===== config.mk =====
export PLATFORM = sky130hd
export DESIGN_NAME = demodBoardTop
export DESIGN_NICKNAME = d
export VERILOG_FILES = /design/src/rtl/demodBusPkg.sv /design/src/rtl/demodDataPkg.sv /design/src/rtl/apbRegDecode.sv /design/src/rtl/clkDataOutput.sv /design/src/rtl/dacOutputs.sv /design/src/rtl/demodBoardTop.sv /design/src/rtl/topRegs.sv
export SDC_FILE = /design/constraint.sdc
export NUM_CORES = 1
export LEC_CHECK = 0
export ABC_AREA = 1
export ABC_CLOCK_PERIOD_IN_PS = 1260
export BUFFER_PORTS_ARGS = -buffer_cell sky130_fd_sc_hd__buf_2
export CORE_ASPECT_RATIO = 0.8
export CORE_MARGIN = 10
export CORE_UTILIZATION = 30
export CTS_BUF_LIST = sky130_fd_sc_hd__clkbuf_16
export CTS_CLUSTER_SIZE = 16
export DETAILED_ROUTE_END_ITERATION = 8
export GPL_ROUTABILITY_DRIVEN = 0
export SLEW_MARGIN = 20
export SYNTH_ARGS = -nofsm -noshare
export SYNTH_HDL_FRONTEND = slang
export SYNTH_SLANG_ARGS = --single-unit

===== constraint.sdc =====
create_clock -name clk -period 1.26 [get_ports clk]
set_clock_uncertainty 0.1 [all_clocks]
set_input_delay 0.063 -clock clk [delete_from_list [all_inputs] [get_ports clk]]
set_output_delay 0.063 -clock clk [all_outputs]
set_load 0.02 [all_outputs]

===== src/rtl/demodBusPkg.sv =====
package demodBusPkg;

    // ****************************************
    // Bus types
    // ****************************************
    typedef logic [15:0] addrT;
    typedef logic [31:0] dataT;
    typedef logic [7:0]  regOffsetT;

    // ****************************************
    // Address map
    // ****************************************
    // Region picked by the upper address byte, 256 bytes each
    localparam addrT REGION_TOP   = 16'h0000;
    localparam addrT REGION_CAND0 = 16'h0100;
    localparam addrT REGION_CAND1 = 16'h0200;

    // Build version
    localparam dataT VER_NUMBER = 32'd454;

    // Top register offsets
    localparam regOffsetT OFS_VERSION    = 8'h00;
    localparam regOffsetT OFS_BOOT_ADDR  = 8'h04;
    localparam regOffsetT OFS_REBOOT     = 8'h08;
    localparam regOffsetT OFS_DAC_SELECT = 8'h0C;
    localparam regOffsetT OFS_STATUS     = 8'h10;

    // Clock/data channel offsets
    localparam regOffsetT OFS_SOURCE = 8'h00;

endpackage


===== src/rtl/demodDataPkg.sv =====
package demodDataPkg;

    // ****************************************
    // Sample and word types
    // ****************************************
    // Demod samples, full scale signed
    typedef logic signed [17:0] sampleT;

    // Converter words, offset binary
    typedef logic [13:0] adcWordT;
    typedef logic [13:0] dacWordT;

    // ****************************************
    // Source selects
    // ****************************************
    // Unlisted codes fall back to midscale
    typedef enum logic [2:0] {
        DAC_SRC_DEMOD    = 3'd0,
        DAC_SRC_ADC      = 3'd1,
        DAC_SRC_MIDSCALE = 3'd2
    } dacSourceT;

    // Unlisted codes fall back to legacy I
    typedef enum logic [3:0] {
        CD_SRC_LEGACY_I  = 4'd0,
        CD_SRC_LEGACY_Q  = 4'd1,
        CD_SRC_DEC0_CH0  = 4'd2,
        CD_SRC_DEC0_CH1  = 4'd3
    } cdSourceT;

endpackage


===== src/rtl/apbRegDecode.sv =====
`timescale 1ns/1ps

module apbRegDecode (
    input  logic                   clk,
    input  logic                   rstN,
    input  logic                   psel,
    input  logic                   penable,
    input  logic                   pwrite,
    input  demodBusPkg::addrT      paddr,
    input  demodBusPkg::dataT      pwdata,
    output demodBusPkg::dataT      prdata,
    output logic                   pready,
    output logic                   pslverr,
    output logic                   topSel,
    output logic                   cand0Sel,
    output logic                   cand1Sel,
    output logic                   regWrite,
    output demodBusPkg::regOffsetT regOffset,
    output demodBusPkg::dataT      regWdata,
    input  demodBusPkg::dataT      topRdata,
    input  demodBusPkg::dataT      cand0Rdata,
    input  demodBusPkg::dataT      cand1Rdata
);

    import demodBusPkg::*;

    logic accessPhase;
    logic mapped;

    assign accessPhase = psel && penable;

    // Region decode on the upper address byte
    assign topSel   = psel && (paddr[15:8] == REGION_TOP[15:8]);
    assign cand0Sel = psel && (paddr[15:8] == REGION_CAND0[15:8]);
    assign cand1Sel = psel && (paddr[15:8] == REGION_CAND1[15:8]);
    assign mapped   = topSel || cand0Sel || cand1Sel;

    // Writes land on the edge that closes the access phase
    assign regWrite  = accessPhase && pwrite && mapped;
    assign regOffset = paddr[7:0];
    assign regWdata  = pwdata;

    // ****************************************
    // Read data mux
    // ****************************************
    always_comb begin
        case (paddr[15:8])
            REGION_TOP[15:8]:   prdata = topRdata;
            REGION_CAND0[15:8]: prdata = cand0Rdata;
            REGION_CAND1[15:8]: prdata = cand1Rdata;
            default:            prdata = '0;
        endcase
    end

    // No wait states
    assign pready  = accessPhase;
    assign pslverr = accessPhase && !mapped;

    // Error response only ever inside a transfer
    assert property (@(posedge clk) disable iff (!rstN)
        pslverr |-> (psel && penable && $past(psel)))
        else $error("pslverr outside an APB access phase");

endmodule


===== src/rtl/clkDataOutput.sv =====
`timescale 1ns/1ps

module clkDataOutput #(
    parameter demodBusPkg::addrT regBase = demodBusPkg::REGION_CAND0
) (
    input  logic                   clk,
    input  logic                   rstN,
    input  logic                   regSel,
    input  logic                   regWrite,
    input  demodBusPkg::regOffsetT regOffset,
    input  demodBusPkg::dataT      regWdata,
    output demodBusPkg::dataT      regRdata,
    input  logic                   iSymEn,
    input  logic                   iBit,
    input  logic                   qSymEn,
    input  logic                   qBit,
    input  logic                   dec0Ch0ClkEn,
    input  logic                   dec0Ch0Data,
    input  logic                   dec0Ch1ClkEn,
    input  logic                   dec0Ch1Data,
    output logic                   chClkOut,
    output logic                   chDataOut
);

    import demodBusPkg::*;
    import demodDataPkg::*;

    cdSourceT source;
    logic     selEn;
    logic     selBit;
    logic     strobeQ;
    logic     bitQ;
    logic     clkPending;

    // ****************************************
    // Source select register
    // ****************************************
    always_ff @(posedge clk) begin
        if (!rstN) begin
            source <= CD_SRC_LEGACY_I;
        end else if (regSel && regWrite && (regOffset == OFS_SOURCE)) begin
            source <= cdSourceT'(regWdata[3:0]);
        end
    end

    assign regRdata = (regOffset == OFS_SOURCE) ? {28'd0, source} : '0;

    // Stream mux
    always_comb begin
        case (source)
            CD_SRC_LEGACY_Q: begin
                selEn  = qSymEn;
                selBit = qBit;
            end
            CD_SRC_DEC0_CH0: begin
                selEn  = dec0Ch0ClkEn;
                selBit = dec0Ch0Data;
            end
            CD_SRC_DEC0_CH1: begin
                selEn  = dec0Ch1ClkEn;
                selBit = dec0Ch1Data;
            end
            default: begin
                selEn  = iSymEn;
                selBit = iBit;
            end
        endcase
    end

    // Selected bit, aligned with the sampled strobe
    always_ff @(posedge clk) begin
        bitQ <= selBit;
    end

    // Sample strobe, update data, then clock one cycle behind
    always_ff @(posedge clk) begin
        if (!rstN) begin
            strobeQ    <= 1'b0;
            clkPending <= 1'b0;
            chDataOut  <= 1'b0;
            chClkOut   <= 1'b0;
        end else begin
            strobeQ    <= selEn;
            clkPending <= strobeQ;
            chClkOut   <= clkPending;
            if (strobeQ) begin
                chDataOut <= bitQ;
            end
        end
    end

    assert property (@(posedge clk) disable iff (!rstN) chClkOut |=> !chClkOut)
        else $error("Channel at %h: output clock wider than one cycle", regBase);

endmodule


===== src/rtl/dacOutputs.sv =====
`timescale 1ns/1ps

module dacOutputs (
    input  logic                    clk,
    input  logic                    rstN,
    input  demodDataPkg::adcWordT   adc0,
    input  demodDataPkg::sampleT    demodDac0Data,
    input  demodDataPkg::sampleT    demodDac1Data,
    input  demodDataPkg::dacSourceT dac0Source,
    input  demodDataPkg::dacSourceT dac1Source,
    output demodDataPkg::dacWordT   dac0Data,
    output demodDataPkg::dacWordT   dac1Data
);

    import demodDataPkg::*;

    adcWordT   adcReg;
    sampleT    adcSample;
    sampleT    demodIn [2];
    dacSourceT srcSel [2];
    sampleT    muxSample [2];
    dacWordT   dacWord [2];

    // ****************************************
    // ADC reclock
    // ****************************************
    // Offset binary to two's complement, scaled up to 18 bits
    always_ff @(posedge clk) begin
        adcReg    <= adc0;
        adcSample <= sampleT'({~adcReg[13], adcReg[12:0], 4'b0000});
    end

    assign demodIn[0] = demodDac0Data;
    assign demodIn[1] = demodDac1Data;
    assign srcSel[0]  = dac0Source;
    assign srcSel[1]  = dac1Source;

    // Per DAC source mux and offset binary format
    for (genvar i = 0; i < 2; i++) begin : gDac
        always_ff @(posedge clk) begin
            if (!rstN) begin
                muxSample[i] <= '0;
                dacWord[i]   <= 14'h2000;
            end else begin
                case (srcSel[i])
                    DAC_SRC_DEMOD: muxSample[i] <= demodIn[i];
                    DAC_SRC_ADC:   muxSample[i] <= adcSample;
                    default:       muxSample[i] <= '0;
                endcase
                dacWord[i] <= {~muxSample[i][17], muxSample[i][16:4]};
            end
        end
    end

    assign dac0Data = dacWord[0];
    assign dac1Data = dacWord[1];

endmodule


===== src/rtl/demodBoardTop.sv =====
`timescale 1ns/1ps

module demodBoardTop (
    input  logic                  clk,
    input  logic                  rstN,
    input  logic                  psel,
    input  logic                  penable,
    input  logic                  pwrite,
    input  demodBusPkg::addrT     paddr,
    input  demodBusPkg::dataT     pwdata,
    output demodBusPkg::dataT     prdata,
    output logic                  pready,
    output logic                  pslverr,
    input  demodDataPkg::adcWordT adc0,
    input  logic                  iSymEn,
    input  logic                  iBit,
    input  logic                  qSymEn,
    input  logic                  qBit,
    input  logic                  dec0Ch0ClkEn,
    input  logic                  dec0Ch0Data,
    input  logic                  dec0Ch1ClkEn,
    input  logic                  dec0Ch1Data,
    input  demodDataPkg::sampleT  demodDac0Data,
    input  demodDataPkg::sampleT  demodDac1Data,
    input  logic                  timingLock,
    input  logic                  carrierLock,
    output demodDataPkg::dacWordT dac0Data,
    output demodDataPkg::dacWordT dac1Data,
    output logic                  ch0ClkOut,
    output logic                  ch0DataOut,
    output logic                  ch1ClkOut,
    output logic                  ch1DataOut,
    output logic                  lockLed0n,
    output logic                  lockLed1n,
    output logic                  reboot,
    output logic [23:0]           rebootAddress
);

    import demodBusPkg::*;
    import demodDataPkg::*;

    logic      topSel;
    logic      cand0Sel;
    logic      cand1Sel;
    logic      regWrite;
    regOffsetT regOffset;
    dataT      regWdata;
    dataT      topRdata;
    dataT      cand0Rdata;
    dataT      cand1Rdata;
    dacSourceT dac0Source;
    dacSourceT dac1Source;

    // ****************************************
    // Register bus
    // ****************************************
    apbRegDecode apbRegDecode_inst (
        .clk(clk), .rstN(rstN),
        .psel(psel), .penable(penable), .pwrite(pwrite),
        .paddr(paddr), .pwdata(pwdata),
        .prdata(prdata), .pready(pready), .pslverr(pslverr),
        .topSel(topSel), .cand0Sel(cand0Sel), .cand1Sel(cand1Sel),
        .regWrite(regWrite), .regOffset(regOffset), .regWdata(regWdata),
        .topRdata(topRdata), .cand0Rdata(cand0Rdata), .cand1Rdata(cand1Rdata)
    );

    topRegs topRegs_inst (
        .clk(clk), .rstN(rstN),
        .regSel(topSel), .regWrite(regWrite),
        .regOffset(regOffset), .regWdata(regWdata), .regRdata(topRdata),
        .timingLock(timingLock), .carrierLock(carrierLock),
        .reboot(reboot), .rebootAddress(rebootAddress),
        .dac0Source(dac0Source), .dac1Source(dac1Source),
        .lockLed0n(lockLed0n), .lockLed1n(lockLed1n)
    );

    // ****************************************
    // Clock and data outputs
    // ****************************************
    clkDataOutput #(.regBase(REGION_CAND0)) cAndD0 (
        .clk(clk), .rstN(rstN),
        .regSel(cand0Sel), .regWrite(regWrite),
        .regOffset(regOffset), .regWdata(regWdata), .regRdata(cand0Rdata),
        .iSymEn(iSymEn), .iBit(iBit), .qSymEn(qSymEn), .qBit(qBit),
        .dec0Ch0ClkEn(dec0Ch0ClkEn), .dec0Ch0Data(dec0Ch0Data),
        .dec0Ch1ClkEn(dec0Ch1ClkEn), .dec0Ch1Data(dec0Ch1Data),
        .chClkOut(ch0ClkOut), .chDataOut(ch0DataOut)
    );

    clkDataOutput #(.regBase(REGION_CAND1)) cAndD1 (
        .clk(clk), .rstN(rstN),
        .regSel(cand1Sel), .regWrite(regWrite),
        .regOffset(regOffset), .regWdata(regWdata), .regRdata(cand1Rdata),
        .iSymEn(iSymEn), .iBit(iBit), .qSymEn(qSymEn), .qBit(qBit),
        .dec0Ch0ClkEn(dec0Ch0ClkEn), .dec0Ch0Data(dec0Ch0Data),
        .dec0Ch1ClkEn(dec0Ch1ClkEn), .dec0Ch1Data(dec0Ch1Data),
        .chClkOut(ch1ClkOut), .chDataOut(ch1DataOut)
    );

    // DAC paths
    dacOutputs dacOutputs_inst (
        .clk(clk), .rstN(rstN),
        .adc0(adc0),
        .demodDac0Data(demodDac0Data), .demodDac1Data(demodDac1Data),
        .dac0Source(dac0Source), .dac1Source(dac1Source),
        .dac0Data(dac0Data), .dac1Data(dac1Data)
    );

endmodule


===== src/rtl/topRegs.sv =====
`timescale 1ns/1ps

module topRegs (
    input  logic                    clk,
    input  logic                    rstN,
    input  logic                    regSel,
    input  logic                    regWrite,
    input  demodBusPkg::regOffsetT  regOffset,
    input  demodBusPkg::dataT       regWdata,
    output demodBusPkg::dataT       regRdata,
    input  logic                    timingLock,
    input  logic                    carrierLock,
    output logic                    reboot,
    output logic [23:0]             rebootAddress,
    output demodDataPkg::dacSourceT dac0Source,
    output demodDataPkg::dacSourceT dac1Source,
    output logic                    lockLed0n,
    output logic                    lockLed1n
);

    import demodBusPkg::*;
    import demodDataPkg::*;

    logic       wrEn;
    logic [1:0] lockSync;

    assign wrEn = regSel && regWrite;

    // ****************************************
    // Control registers
    // ****************************************
    always_ff @(posedge clk) begin
        if (!rstN) begin
            rebootAddress <= '0;
            reboot        <= 1'b0;
            dac0Source    <= DAC_SRC_DEMOD;
            dac1Source    <= DAC_SRC_DEMOD;
            lockSync      <= '0;
        end else begin
            // Single cycle strobe
            reboot   <= wrEn && (regOffset == OFS_REBOOT) && regWdata[0];
            lockSync <= {carrierLock, timingLock};
            if (wrEn && (regOffset == OFS_BOOT_ADDR)) begin
                rebootAddress <= regWdata[23:0];
            end
            if (wrEn && (regOffset == OFS_DAC_SELECT)) begin
                dac0Source <= dacSourceT'(regWdata[2:0]);
                dac1Source <= dacSourceT'(regWdata[6:4]);
            end
        end
    end

    // LEDs are active low
    assign lockLed0n = !lockSync[0];
    assign lockLed1n = !lockSync[1];

    always_comb begin
        case (regOffset)
            OFS_VERSION:    regRdata = VER_NUMBER;
            OFS_BOOT_ADDR:  regRdata = {8'h00, rebootAddress};
            OFS_DAC_SELECT: regRdata = {25'd0, dac1Source, 1'b0, dac0Source};
            OFS_STATUS:     regRdata = {30'd0, lockSync};
            default:        regRdata = '0;
        endcase
    end

    assert property (@(posedge clk) disable iff (!rstN) reboot |=> !reboot)
        else $error("reboot held for more than one cycle");

endmodule


Word level (Yosys, flattened, before mapping)
Memories as Yosys holds them, arrays and structs flattened.
Cells that the tools add are included.
- logic and storage cells: 109
- memories kept: 2
- input port bits: 113
- bits in registers: 79
- output and inout bits: 93
- memory bits (writable): 64
- bitwise logic cells: 11
- reductions and logical operators: 27
- muxes and demuxes: 36
- equality and inequality tests: 14
- memories (memory ; words ; width ; read ports ; clocked after Yosys merged registers in ; write ports ; line ; source):
    dacOutputs_inst.muxSample ; 2 ; 18 ; 2 ; 0 ; 2 ; dacOutputs.sv:21 ; sampleT muxSample [2];
    dacOutputs_inst.dacWord ; 2 ; 14 ; 2 ; 0 ; 2 ; dacOutputs.sv:22 ; dacWordT dacWord [2];
- operator list (cell ; count):
    18-bit 2-to-1 mux ; 6
    24-bit one-hot mux with 4 select lines ; 1
    32-bit one-hot mux with 3 select lines ; 1
    14-bit 2-to-1 mux ; 2
    1-bit 2-to-1 mux ; 20
    4-bit by 2-bit == test with 1-bit output (second input constant) ; 4
    8-bit by 4-bit == test with 1-bit output (second input constant) ; 2
    1-bit logical AND ; 16
    8-bit zero test ; 2
    1-bit one-hot mux with 3 select lines ; 4
    4-bit by 1-bit == test with 1-bit output (second input constant) ; 2
    8-bit by 1-bit == test with 1-bit output (second input constant) ; 1
    8-bit by 2-bit == test with 1-bit output (second input constant) ; 1
    8-bit by 3-bit == test with 1-bit output (second input constant) ; 1
    8-bit by 5-bit == test with 1-bit output (second input constant) ; 1
    4-bit 2-to-1 mux ; 2
    1-bit OR ; 8
    3-bit by 1-bit == test with 1-bit output (second input constant) ; 2
    3-bit zero test ; 2
    2-bit OR reduction ; 2
    1-bit zero test ; 3
    1-bit NOT ; 3
    1-bit logical OR ; 2

Depth between registers and ports, before layout
Gate-level depths: netlist of the first run.
- word-level depth: 8
- depth in mapped cells: 9
- depth with buffers taken out: 9

Modules after synthesis
A second synthesis of the first run with hierarchy kept.
- cells, all modules: 999
- area, all modules: 7233.2 µm²
- by module, submodules not included (module ; instances ; area an instance (µm²) ; sequential area each (µm²) ; cells each):
    dacOutputs ; 1 ; 2807.7 ; 1961.9 ; 283
    topRegs ; 1 ; 1834.3 ; 660.6 ; 296
    clkDataOutput ; 2 ; 703.2 ; 180.2 ; 102
    apbRegDecode ; 1 ; 1184.9 ; 0.0 ; 216

Worst setup path after synthesis of the first run
Ideal clock, no wire load.
- path kind: reg2out
- start point: register topRegs_inst.dac1Source[0]
- end point: output prdata[4]
- buffers on the path: 2
- path slack: -0.096 ns
- data required time: 1.097 ns
- arrival time: 1.193 ns
- stages on the path, launching flop included: 5
- cells stage by stage: dfxtp_1 -> clkbuf_1 -> clkbuf_1 -> nand2_1 -> a21oi_1
- word-level cells in the longest chain between the ends: 2
- RTL lines (element ; line ; source):
    from (decl) ; topRegs.sv:16 ; output demodDataPkg::dacSourceT dac1Source,
    from (signal assigned) ; topRegs.sv:48 ; dac1Source <= dacSourceT'(regWdata[6:4]);
    24-bit one-hot mux with 4 select lines ; topRegs.sv:58 ; case (regOffset)
    32-bit one-hot mux with 3 select lines ; apbRegDecode.sv:47 ; case (paddr[15:8])
    to (decl) ; demodBoardTop.sv:11 ; output demodBusPkg::dataT prdata,
No other way between the ends.

Worst setup path after layout of the first run
- start point: register topRegs_inst.rebootAddress[2]
- end point: output prdata[2]
- word-level cells in the longest chain between the ends: 2
- RTL lines (element ; line ; source):
    from (decl) ; topRegs.sv:14 ; output logic [23:0] rebootAddress,
    from (signal assigned) ; topRegs.sv:44 ; rebootAddress <= regWdata[23:0];
    24-bit one-hot mux with 4 select lines ; topRegs.sv:58 ;
    32-bit one-hot mux with 3 select lines ; apbRegDecode.sv:47 ;
No other way between the ends.

==> results.py, run 1 <==
metrics = {
    "critical_path": {
        "critical_path.cell_chain": "o21ai_2, o21ai_2, nand2_2, nand3_2, buf_6",
        "required_ns": 1.10,
        "cp_max_fo": 2,
        "cpPeakStageDelay_ns": 0.32,
        "crit_buf_inv": 1,
        "startpoint_type": "flop",
        "worst_path_most_repeated_cell": "o21ai_2",
        "crit_family": "flip-flops",
        "worstPathArrival_ns": 1.28,
        "crit_path_end_kind": "output pin",
        "cpMaxStageDelayCell": "dfxtp_2",
        "criticalPathCategory": "flop to output pin",
        "r2r_slack_ns": 0.04,
    },
    "final_layout": {
        "finish.net_count": 1153,
        "multi_input_area_um2": 2280,
        "layout_common_cells": "buf_2, nand2_1, inv_1, dfxtp_1, nor2_1",
        "nFillCells": 1641,
        "area_growth_pct": 68.7,
        "post-route-util_pct": 51.2,
        "drive_gt1_share_pct": 39.3,
        "seqCellArea_um2": 3010,
        "mostFrequentLayoutCell": "buf_2",
        "finalNonFillerCells": 1284,
    },
    "floorplan": {
        "initial_core_util_pct": 30.4,
        "die_h_um": 141,
        "die_x_um": 171,
        "die_area_um2": 24100,
        "rows": 44,
        "pin_count": 206,
        "coreArea_um2": 18100,
    },
    "placement": {
        "place_inst": 1146,
        "dp_hpwl_um": 12800,
        "dp_slack_ns": -0.207,
        "port_buffers": 181,
    },
    "timing": {
        "setup_viol_count_final": 23,
        "min_period_ns": 1.45,
        "finalWorstSetupSlack_ns": -0.185,
        "fmax_ghz": 0.692,
        "rsz0062_at_grt": "yes",
        "fin_crit_sh_pct": 115,
        "slew_viol_final": 0,
        "hold_violations": 0,
    },
    "synth": {
        "ys_warn_count": 0,
        "syn_inst": 684,
        "synth.distinct_cells": 31,
        "syn-cell-area_um2": 5480,
        "avgSynthCellArea_um2": 8.01,
        "yosysSeqAreaShare_pct": 54.4,
        "ys_ff_latch": 135,
    },
    "power_and_ir_drop": {
        "power.leakage_nw": 4.76,
        "irDropWorstVdd_mv": 0.776,
        "p_per_area_nw_per_um2": 1130,
    },
    "detailed_routing": {
        "ant_nets": 0,
        "avgViaCountPerCell": 4.28,
        "drc_errors": 0,
        "vias": 5500,
        "drt_iter0_drc": 217,
        "wl_um": 18600,
        "dr.pass1.iters": 5,
        "wl_per_cell_um": 14.5,
    },
    "hold_path": {
        "min_path_type": "input pin to flop",
    },
    "clock_network": {
        "cts_buffers": 17,
        "cts_root_buf": "clkbuf_16",
        "h-tree-depth": 4,
        "path_clk_slew_ns": 0.06,
        "cts_sinks": 135,
        "clock_latency_ns": 0.41,
        "cts.path.max_buffers": 2,
        "cts_tree": "yes",
    },
    "global_routing": {
        "antenna_found_initial": 1,
        "grt_pass1_wl_um": 28300,
        "grt_max_degree": 45,
        "grt_pass1_vias": 5432,
        "gr-total-overflow": 0,
        "grt_usage_pct": 14.9,
    },
    "status": {
        "failed_checks": "negative setup slack",
        "outcome": "finished with violations",
    },
    "flow_run": {
        "cap_violations": 0,
    },
}
[state kept, by name, indices dropped and copies added (netlist names)]
| signal | cells |
|---|---|
| dacOutputs_inst.dacWord | 28 |
| dacOutputs_inst.muxSample | 28 |
| topRegs_inst.rebootAddress | 24 |
| dacOutputs_inst.adcReg | 14 |
| dacOutputs_inst.adcSample | 14 |
| cAndD0.source | 4 |
| cAndD1.source | 4 |
| topRegs_inst.dac0Source | 3 |
| topRegs_inst.dac1Source | 3 |
| topRegs_inst.lockSync | 2 |
| cAndD0.bitQ | 1 |
| cAndD0.chClkOut | 1 |
| cAndD0.chDataOut | 1 |
| cAndD0.clkPending | 1 |
| cAndD0.strobeQ | 1 |
| cAndD1.bitQ | 1 |
| cAndD1.chClkOut | 1 |
| cAndD1.chDataOut | 1 |
| cAndD1.clkPending | 1 |
| cAndD1.strobeQ | 1 |
| topRegs_inst.reboot | 1 |
[final cells by class]
class | count | share of cell area, %
sequential | 135 | 32.6
timing repair buffer | 332 | 27.6
multi-input combinational | 422 | 24.6
inverter | 131 | 5.59
clock buffer | 17 | 4.60
tap | 230 | 3.11
clock inverter | 15 | 1.64
timing repair inverter | 1 | 0.176
antenna | 1 | 0.0271
[logic make-up after synthesis]
logic type | share of synthesized area [%]
DFF | 54.4
and+or+nand+nor | 26.7
buffers and inverters | 13.0
AOI/OAI and AO/OA | 5.78
other | 0.137
[synthesized netlist by cell type]
| cell type | number | area (um^2) |
|---|---|---|
| nand2_1 | 171 | 642 |
| inv_1 | 124 | 465 |
| dfxtp_1 | 107 | 2140 |
| nor2_1 | 100 | 375 |
| edfxtp_1 | 28 | 841 |
| a21oi_1 | 27 | 135 |
| nand3_1 | 20 | 100 |
| o22ai_1 | 14 | 87.6 |
| nand4_1 | 13 | 81.3 |
| clkbuf_1 | 11 | 41.3 |
| buf_4 | 10 | 75.1 |
| o21ai_0 | 10 | 50.1 |
| inv_2 | 7 | 26.3 |
| nor2_2 | 6 | 37.5 |
| nor2_4 | 5 | 56.3 |
| buf_6 | 4 | 45.0 |
| clkbuf_8 | 4 | 55.1 |
| o21ai_1 | 4 | 20.0 |
| nand4_4 | 3 | 63.8 |
| conb_1 | 2 | 7.51 |
| nand3_2 | 2 | 20.0 |
| nand3_4 | 2 | 35.0 |
| nor3_1 | 2 | 10.0 |
| a22oi_1 | 1 | 7.51 |
| a41oi_1 | 1 | 8.76 |
| buf_2 | 1 | 5.00 |
| nand2_2 | 1 | 6.26 |
| nor2_8 | 1 | 20.0 |
| nor3b_1 | 1 | 7.51 |
| nor4_1 | 1 | 6.26 |
| o211ai_1 | 1 | 7.51 |
[metal layers]
layer / GRT usage (%) / part of all wire, % / vias to the layer above / wire, um
met2: 25.9 / 51 / 141 / 9520
met4: 4.48 / 1.6 / 0 / 306
met1: 17.2 / 42 / 2570 / 7780
met3: 4.35 / 5.2 / 22 / 974
li1: - / - / 2767 / -
met5: 0 / 0 / - / 0
[worst min-delay path, cell delays in order]
cell,delay (ns)
buf_2,0.17
nand3_1,0.13
buf_4,0.11
nor3_1,0.04
[through the flow]
| step | hold slack (ns) | power (mW) | instance area [um^2] | TNS, ns |
|---|---|---|---|---|
| 5_1_grt | 0.0394 | 10.9 | 9250 | -2.94 |
| 6_report | 0.0323 | 10.5 | 9250 | -1.34 |
| 2_1_floorplan | -0.00928 | 5.08 | 5620 | 0 |
| 3_3_place_gp | 0.0673 | 5.43 | 7030 | -6.62 |
| 4_1_cts | 0.00483 | 10.5 | 8810 | -0.966 |
| 3_5_place_dp | 0.0667 | 5.44 | 7030 | -8.63 |
[power breakdown]
| part | leakage, nW | total [mW] | switching (mW) | internal (mW) |
|---|---|---|---|---|
| clock | 0.282 | 4.84 | 1.92 | 2.92 |
| combinational | 3.30 | 0.981 | 0.501 | 0.480 |
| sequential | 1.18 | 4.64 | 0.0539 | 4.58 |
[timing repair]
action | CTS | global route
endpoints found under the hold margin | 89 | 0
cloned | 1 | 0
gates resized for setup | 119 | 100
setup buffers | 8 | 15
hold buffers | 81 | 0
setup endpoints to repair | 24 | 39
pin swaps | 19 | 29
[final timing paths]
| check | from | to | cells past startpoint |
|---|---|---|---|
| worst max register to register | cAndD1.source[3]$_SDFFE_PN0P_ | cAndD1.strobeQ$_SDFF_PN0_ | 6 |
| worst min register to register | dacOutputs_inst.adcReg[12]$_DFF_P_ | dacOutputs_inst.adcSample[16]$_DFF_P_ | 0 |
| worst max-delay path | topRegs_inst.rebootAddress[2]$_SDFFE_PN0P_ | prdata[2] | 5 |
| worst min-delay path | pwrite | topRegs_inst.reboot$_SDFF_PN0_ | 4 |
Note: power is estimated with default switching activity, not from simulation.
==> run 2: changes to the inputs <==
Settings changed: CORE_MARGIN 10 to default.
==> run 2 against run 1 <==
The flow still finishes with violations (negative setup slack). First-iteration DRC count up 7.4%. Sequential cell count unchanged. Sequential share of layout area up 0.27 points. Cell area down 0.78%. Fmax up 0.12%.
==> results.py, run 2 (synthesized netlist as in run 1, its figures left out) <==
metrics = {
    "critical_path": {
        "reg2reg_depth": 4,
        "crit_path_end_kind": "output pin",
        "r2r_slack_ns": 0.07,
        "startpoint_type": "flop",
        "required_ns": 1.10,
        "criticalPathCategory": "flop to output pin",
        "timing.rr.end": "dacOutputs_inst.muxSample[0][9]$_SDFFCE_PP0P_",
        "rr_startpoint": "topRegs_inst.dac0Source[2]$_SDFFE_PN0P_",
        "worstPathArrival_ns": 1.28,
        "cp_max_fo": 2,
    },
    "clock_network": {
        "cts_buffers": 17,
        "h-tree-depth": 4,
        "cts_root_buf": "clkbuf_16",
        "cts_sinks": 135,
        "cts_tree": "yes",
        "clock_latency_ns": 0.41,
        "cts.path.max_buffers": 2,
        "path_clk_slew_ns": 0.06,
    },
    "detailed_routing": {
        "ant_nets": 0,
        "drc_errors": 0,
        "avgViaCountPerCell": 4.29,
        "drt_iter0_drc": 233,
        "wl_um": 17100,
        "wl_per_cell_um": 13.5,
        "dr.pass1.iters": 5,
        "vias": 5437,
    },
    "hold_path": {
        "min_from": "rstN",
        "min_path_type": "input pin to flop",
        "min_to": "dacOutputs_inst.dacWord[0][13]$_SDFF_PN1_",
        "hold_depth": 3,
    },
    "timing": {
        "min_period_ns": 1.44,
        "rsz0062_at_grt": "yes",
        "fmax_ghz": 0.693,
        "finalWorstSetupSlack_ns": -0.183,
        "hold_violations": 0,
        "slew_viol_final": 0,
        "fin_crit_sh_pct": 115,
        "setup_viol_count_final": 25,
    },
    "global_routing": {
        "grt_usage_pct": 17.8,
        "antenna_found_initial": 0,
        "gr-total-overflow": 0,
        "grt_pass1_vias": 5245,
        "grt_pass1_wl_um": 25800,
        "grt_max_degree": 37,
    },
    "flow_run": {
        "cap_violations": 0,
    },
    "final_layout": {
        "post-route-util_pct": 52.2,
        "antennaDiodeCount": 0,
        "drive_gt1_share_pct": 36.8,
        "mostFrequentLayoutCell": "nand2_1",
        "area_growth_pct": 67.4,
        "nFillCells": 1573,
        "reg_top3": "dacOutputs_inst.dacWord x28, dacOutputs_inst.muxSample x28, topRegs_inst.rebootAddress x24",
        "finalNonFillerCells": 1268,
        "finish.net_count": 1143,
        "layout_common_cells": "nand2_1, buf_2, inv_1, dfxtp_1, nor2_1",
    },
    "status": {
        "failed_checks": "negative setup slack",
        "outcome": "finished with violations",
    },
    "power_and_ir_drop": {
        "finalPower_mw": 10.5,
        "irDropWorstVdd_mv": 0.771,
        "power.leakage_nw": 4.76,
        "p_per_area_nw_per_um2": 1150,
    },
    "floorplan": {
        "die_area_um2": 18800,
        "die_h_um": 123,
        "die_x_um": 153,
        "coreArea_um2": 17600,
        "pin_count": 206,
        "initial_core_util_pct": 31.2,
        "rows": 43,
    },
    "placement": {
        "dp_hpwl_um": 11200,
        "place_inst": 1140,
        "port_buffers": 181,
    },
}
run 2: worst max-delay path, cell delays in order (launching register included):
cell and delay [ns]:
dfxtp_4 0.36, nand3_2 0.07, o21ai_2 0.06, o21ai_1 0.16, nand2_1 0.09, buf_6 0.14
run 2: cell type report:
cell class	instances	area [um^2]	share of cell area (%)
clock buffers	19	475	5.18
clock inverters	13	111	1.21
inverters	131	514	5.60
multi-input cells	422	2270	24.7
flip-flops and latches	135	3010	32.9
well taps	225	282	3.07
repair buffers	322	2490	27.2
repair inverters	1	16.3	0.177
run 2: routing by layer:
metal  vias to the layer above  wire [um]  GRT usage (%)  part of all wire, %
li1                       2749          -              -                    -
met1                      2501       7670           22.9                   45
met5                         -          0              0                    0
met2                       149       8180           28.7                   48
met3                        38        790           4.63                  4.6
met4                         0        463           7.64                  2.7
run 2: repair_timing:
action / in CTS / in global routing
cloned: 1 / 0
endpoints found under the hold margin: 87 / 0
buffers inserted: 13 / 8
pin swaps: 19 / 19
hold buffers: 79 / 0
setup endpoints to repair: 25 / 32
resized for setup: 116 / 94
run 2: report_power, final:
group	internal (mW)	switching (mW)
Sequential	4.58	0.0495
Clock	3.09	1.85
Combinational	0.481	0.495
Total	8.16	2.39
run 2: worst max path at each step:
| stage | from | to | slack [ns] | depth (start not counted) |
|---|---|---|---|---|
| finish | topRegs_inst.lockSync[1]$_SDFF_PN0_ | prdata[1] | -0.18 | 5 |
| global route | topRegs_inst.lockSync[1]$_SDFF_PN0_ | prdata[1] | -0.22 | 5 |
| CTS | topRegs_inst.lockSync[1]$_SDFF_PN0_ | prdata[1] | -0.21 | 5 |
| detailed placement | paddr[6] | prdata[5] | -0.24 | 9 |
| global placement | paddr[6] | prdata[18] | -0.18 | 9 |
| floorplan | paddr[15] | prdata[12] | 0.003 | 8 |
run 2: stage by stage:
step / setup TNS, ns / hold WS (ns) / instance area, um^2 / setup slack [ns]
after CTS: -1.08 / 0.0110 / 8850 / -0.206
after global routing: -4.43 / 0.0417 / 9180 / -0.217
after floorplan: 0 / -0.00928 / 5620 / 0.00297
after global placement: -7.86 / 0.0655 / 7040 / -0.175
after detailed placement: -9.48 / 0.0666 / 7040 / -0.236
final: -2.59 / 0.0303 / 9180 / -0.183
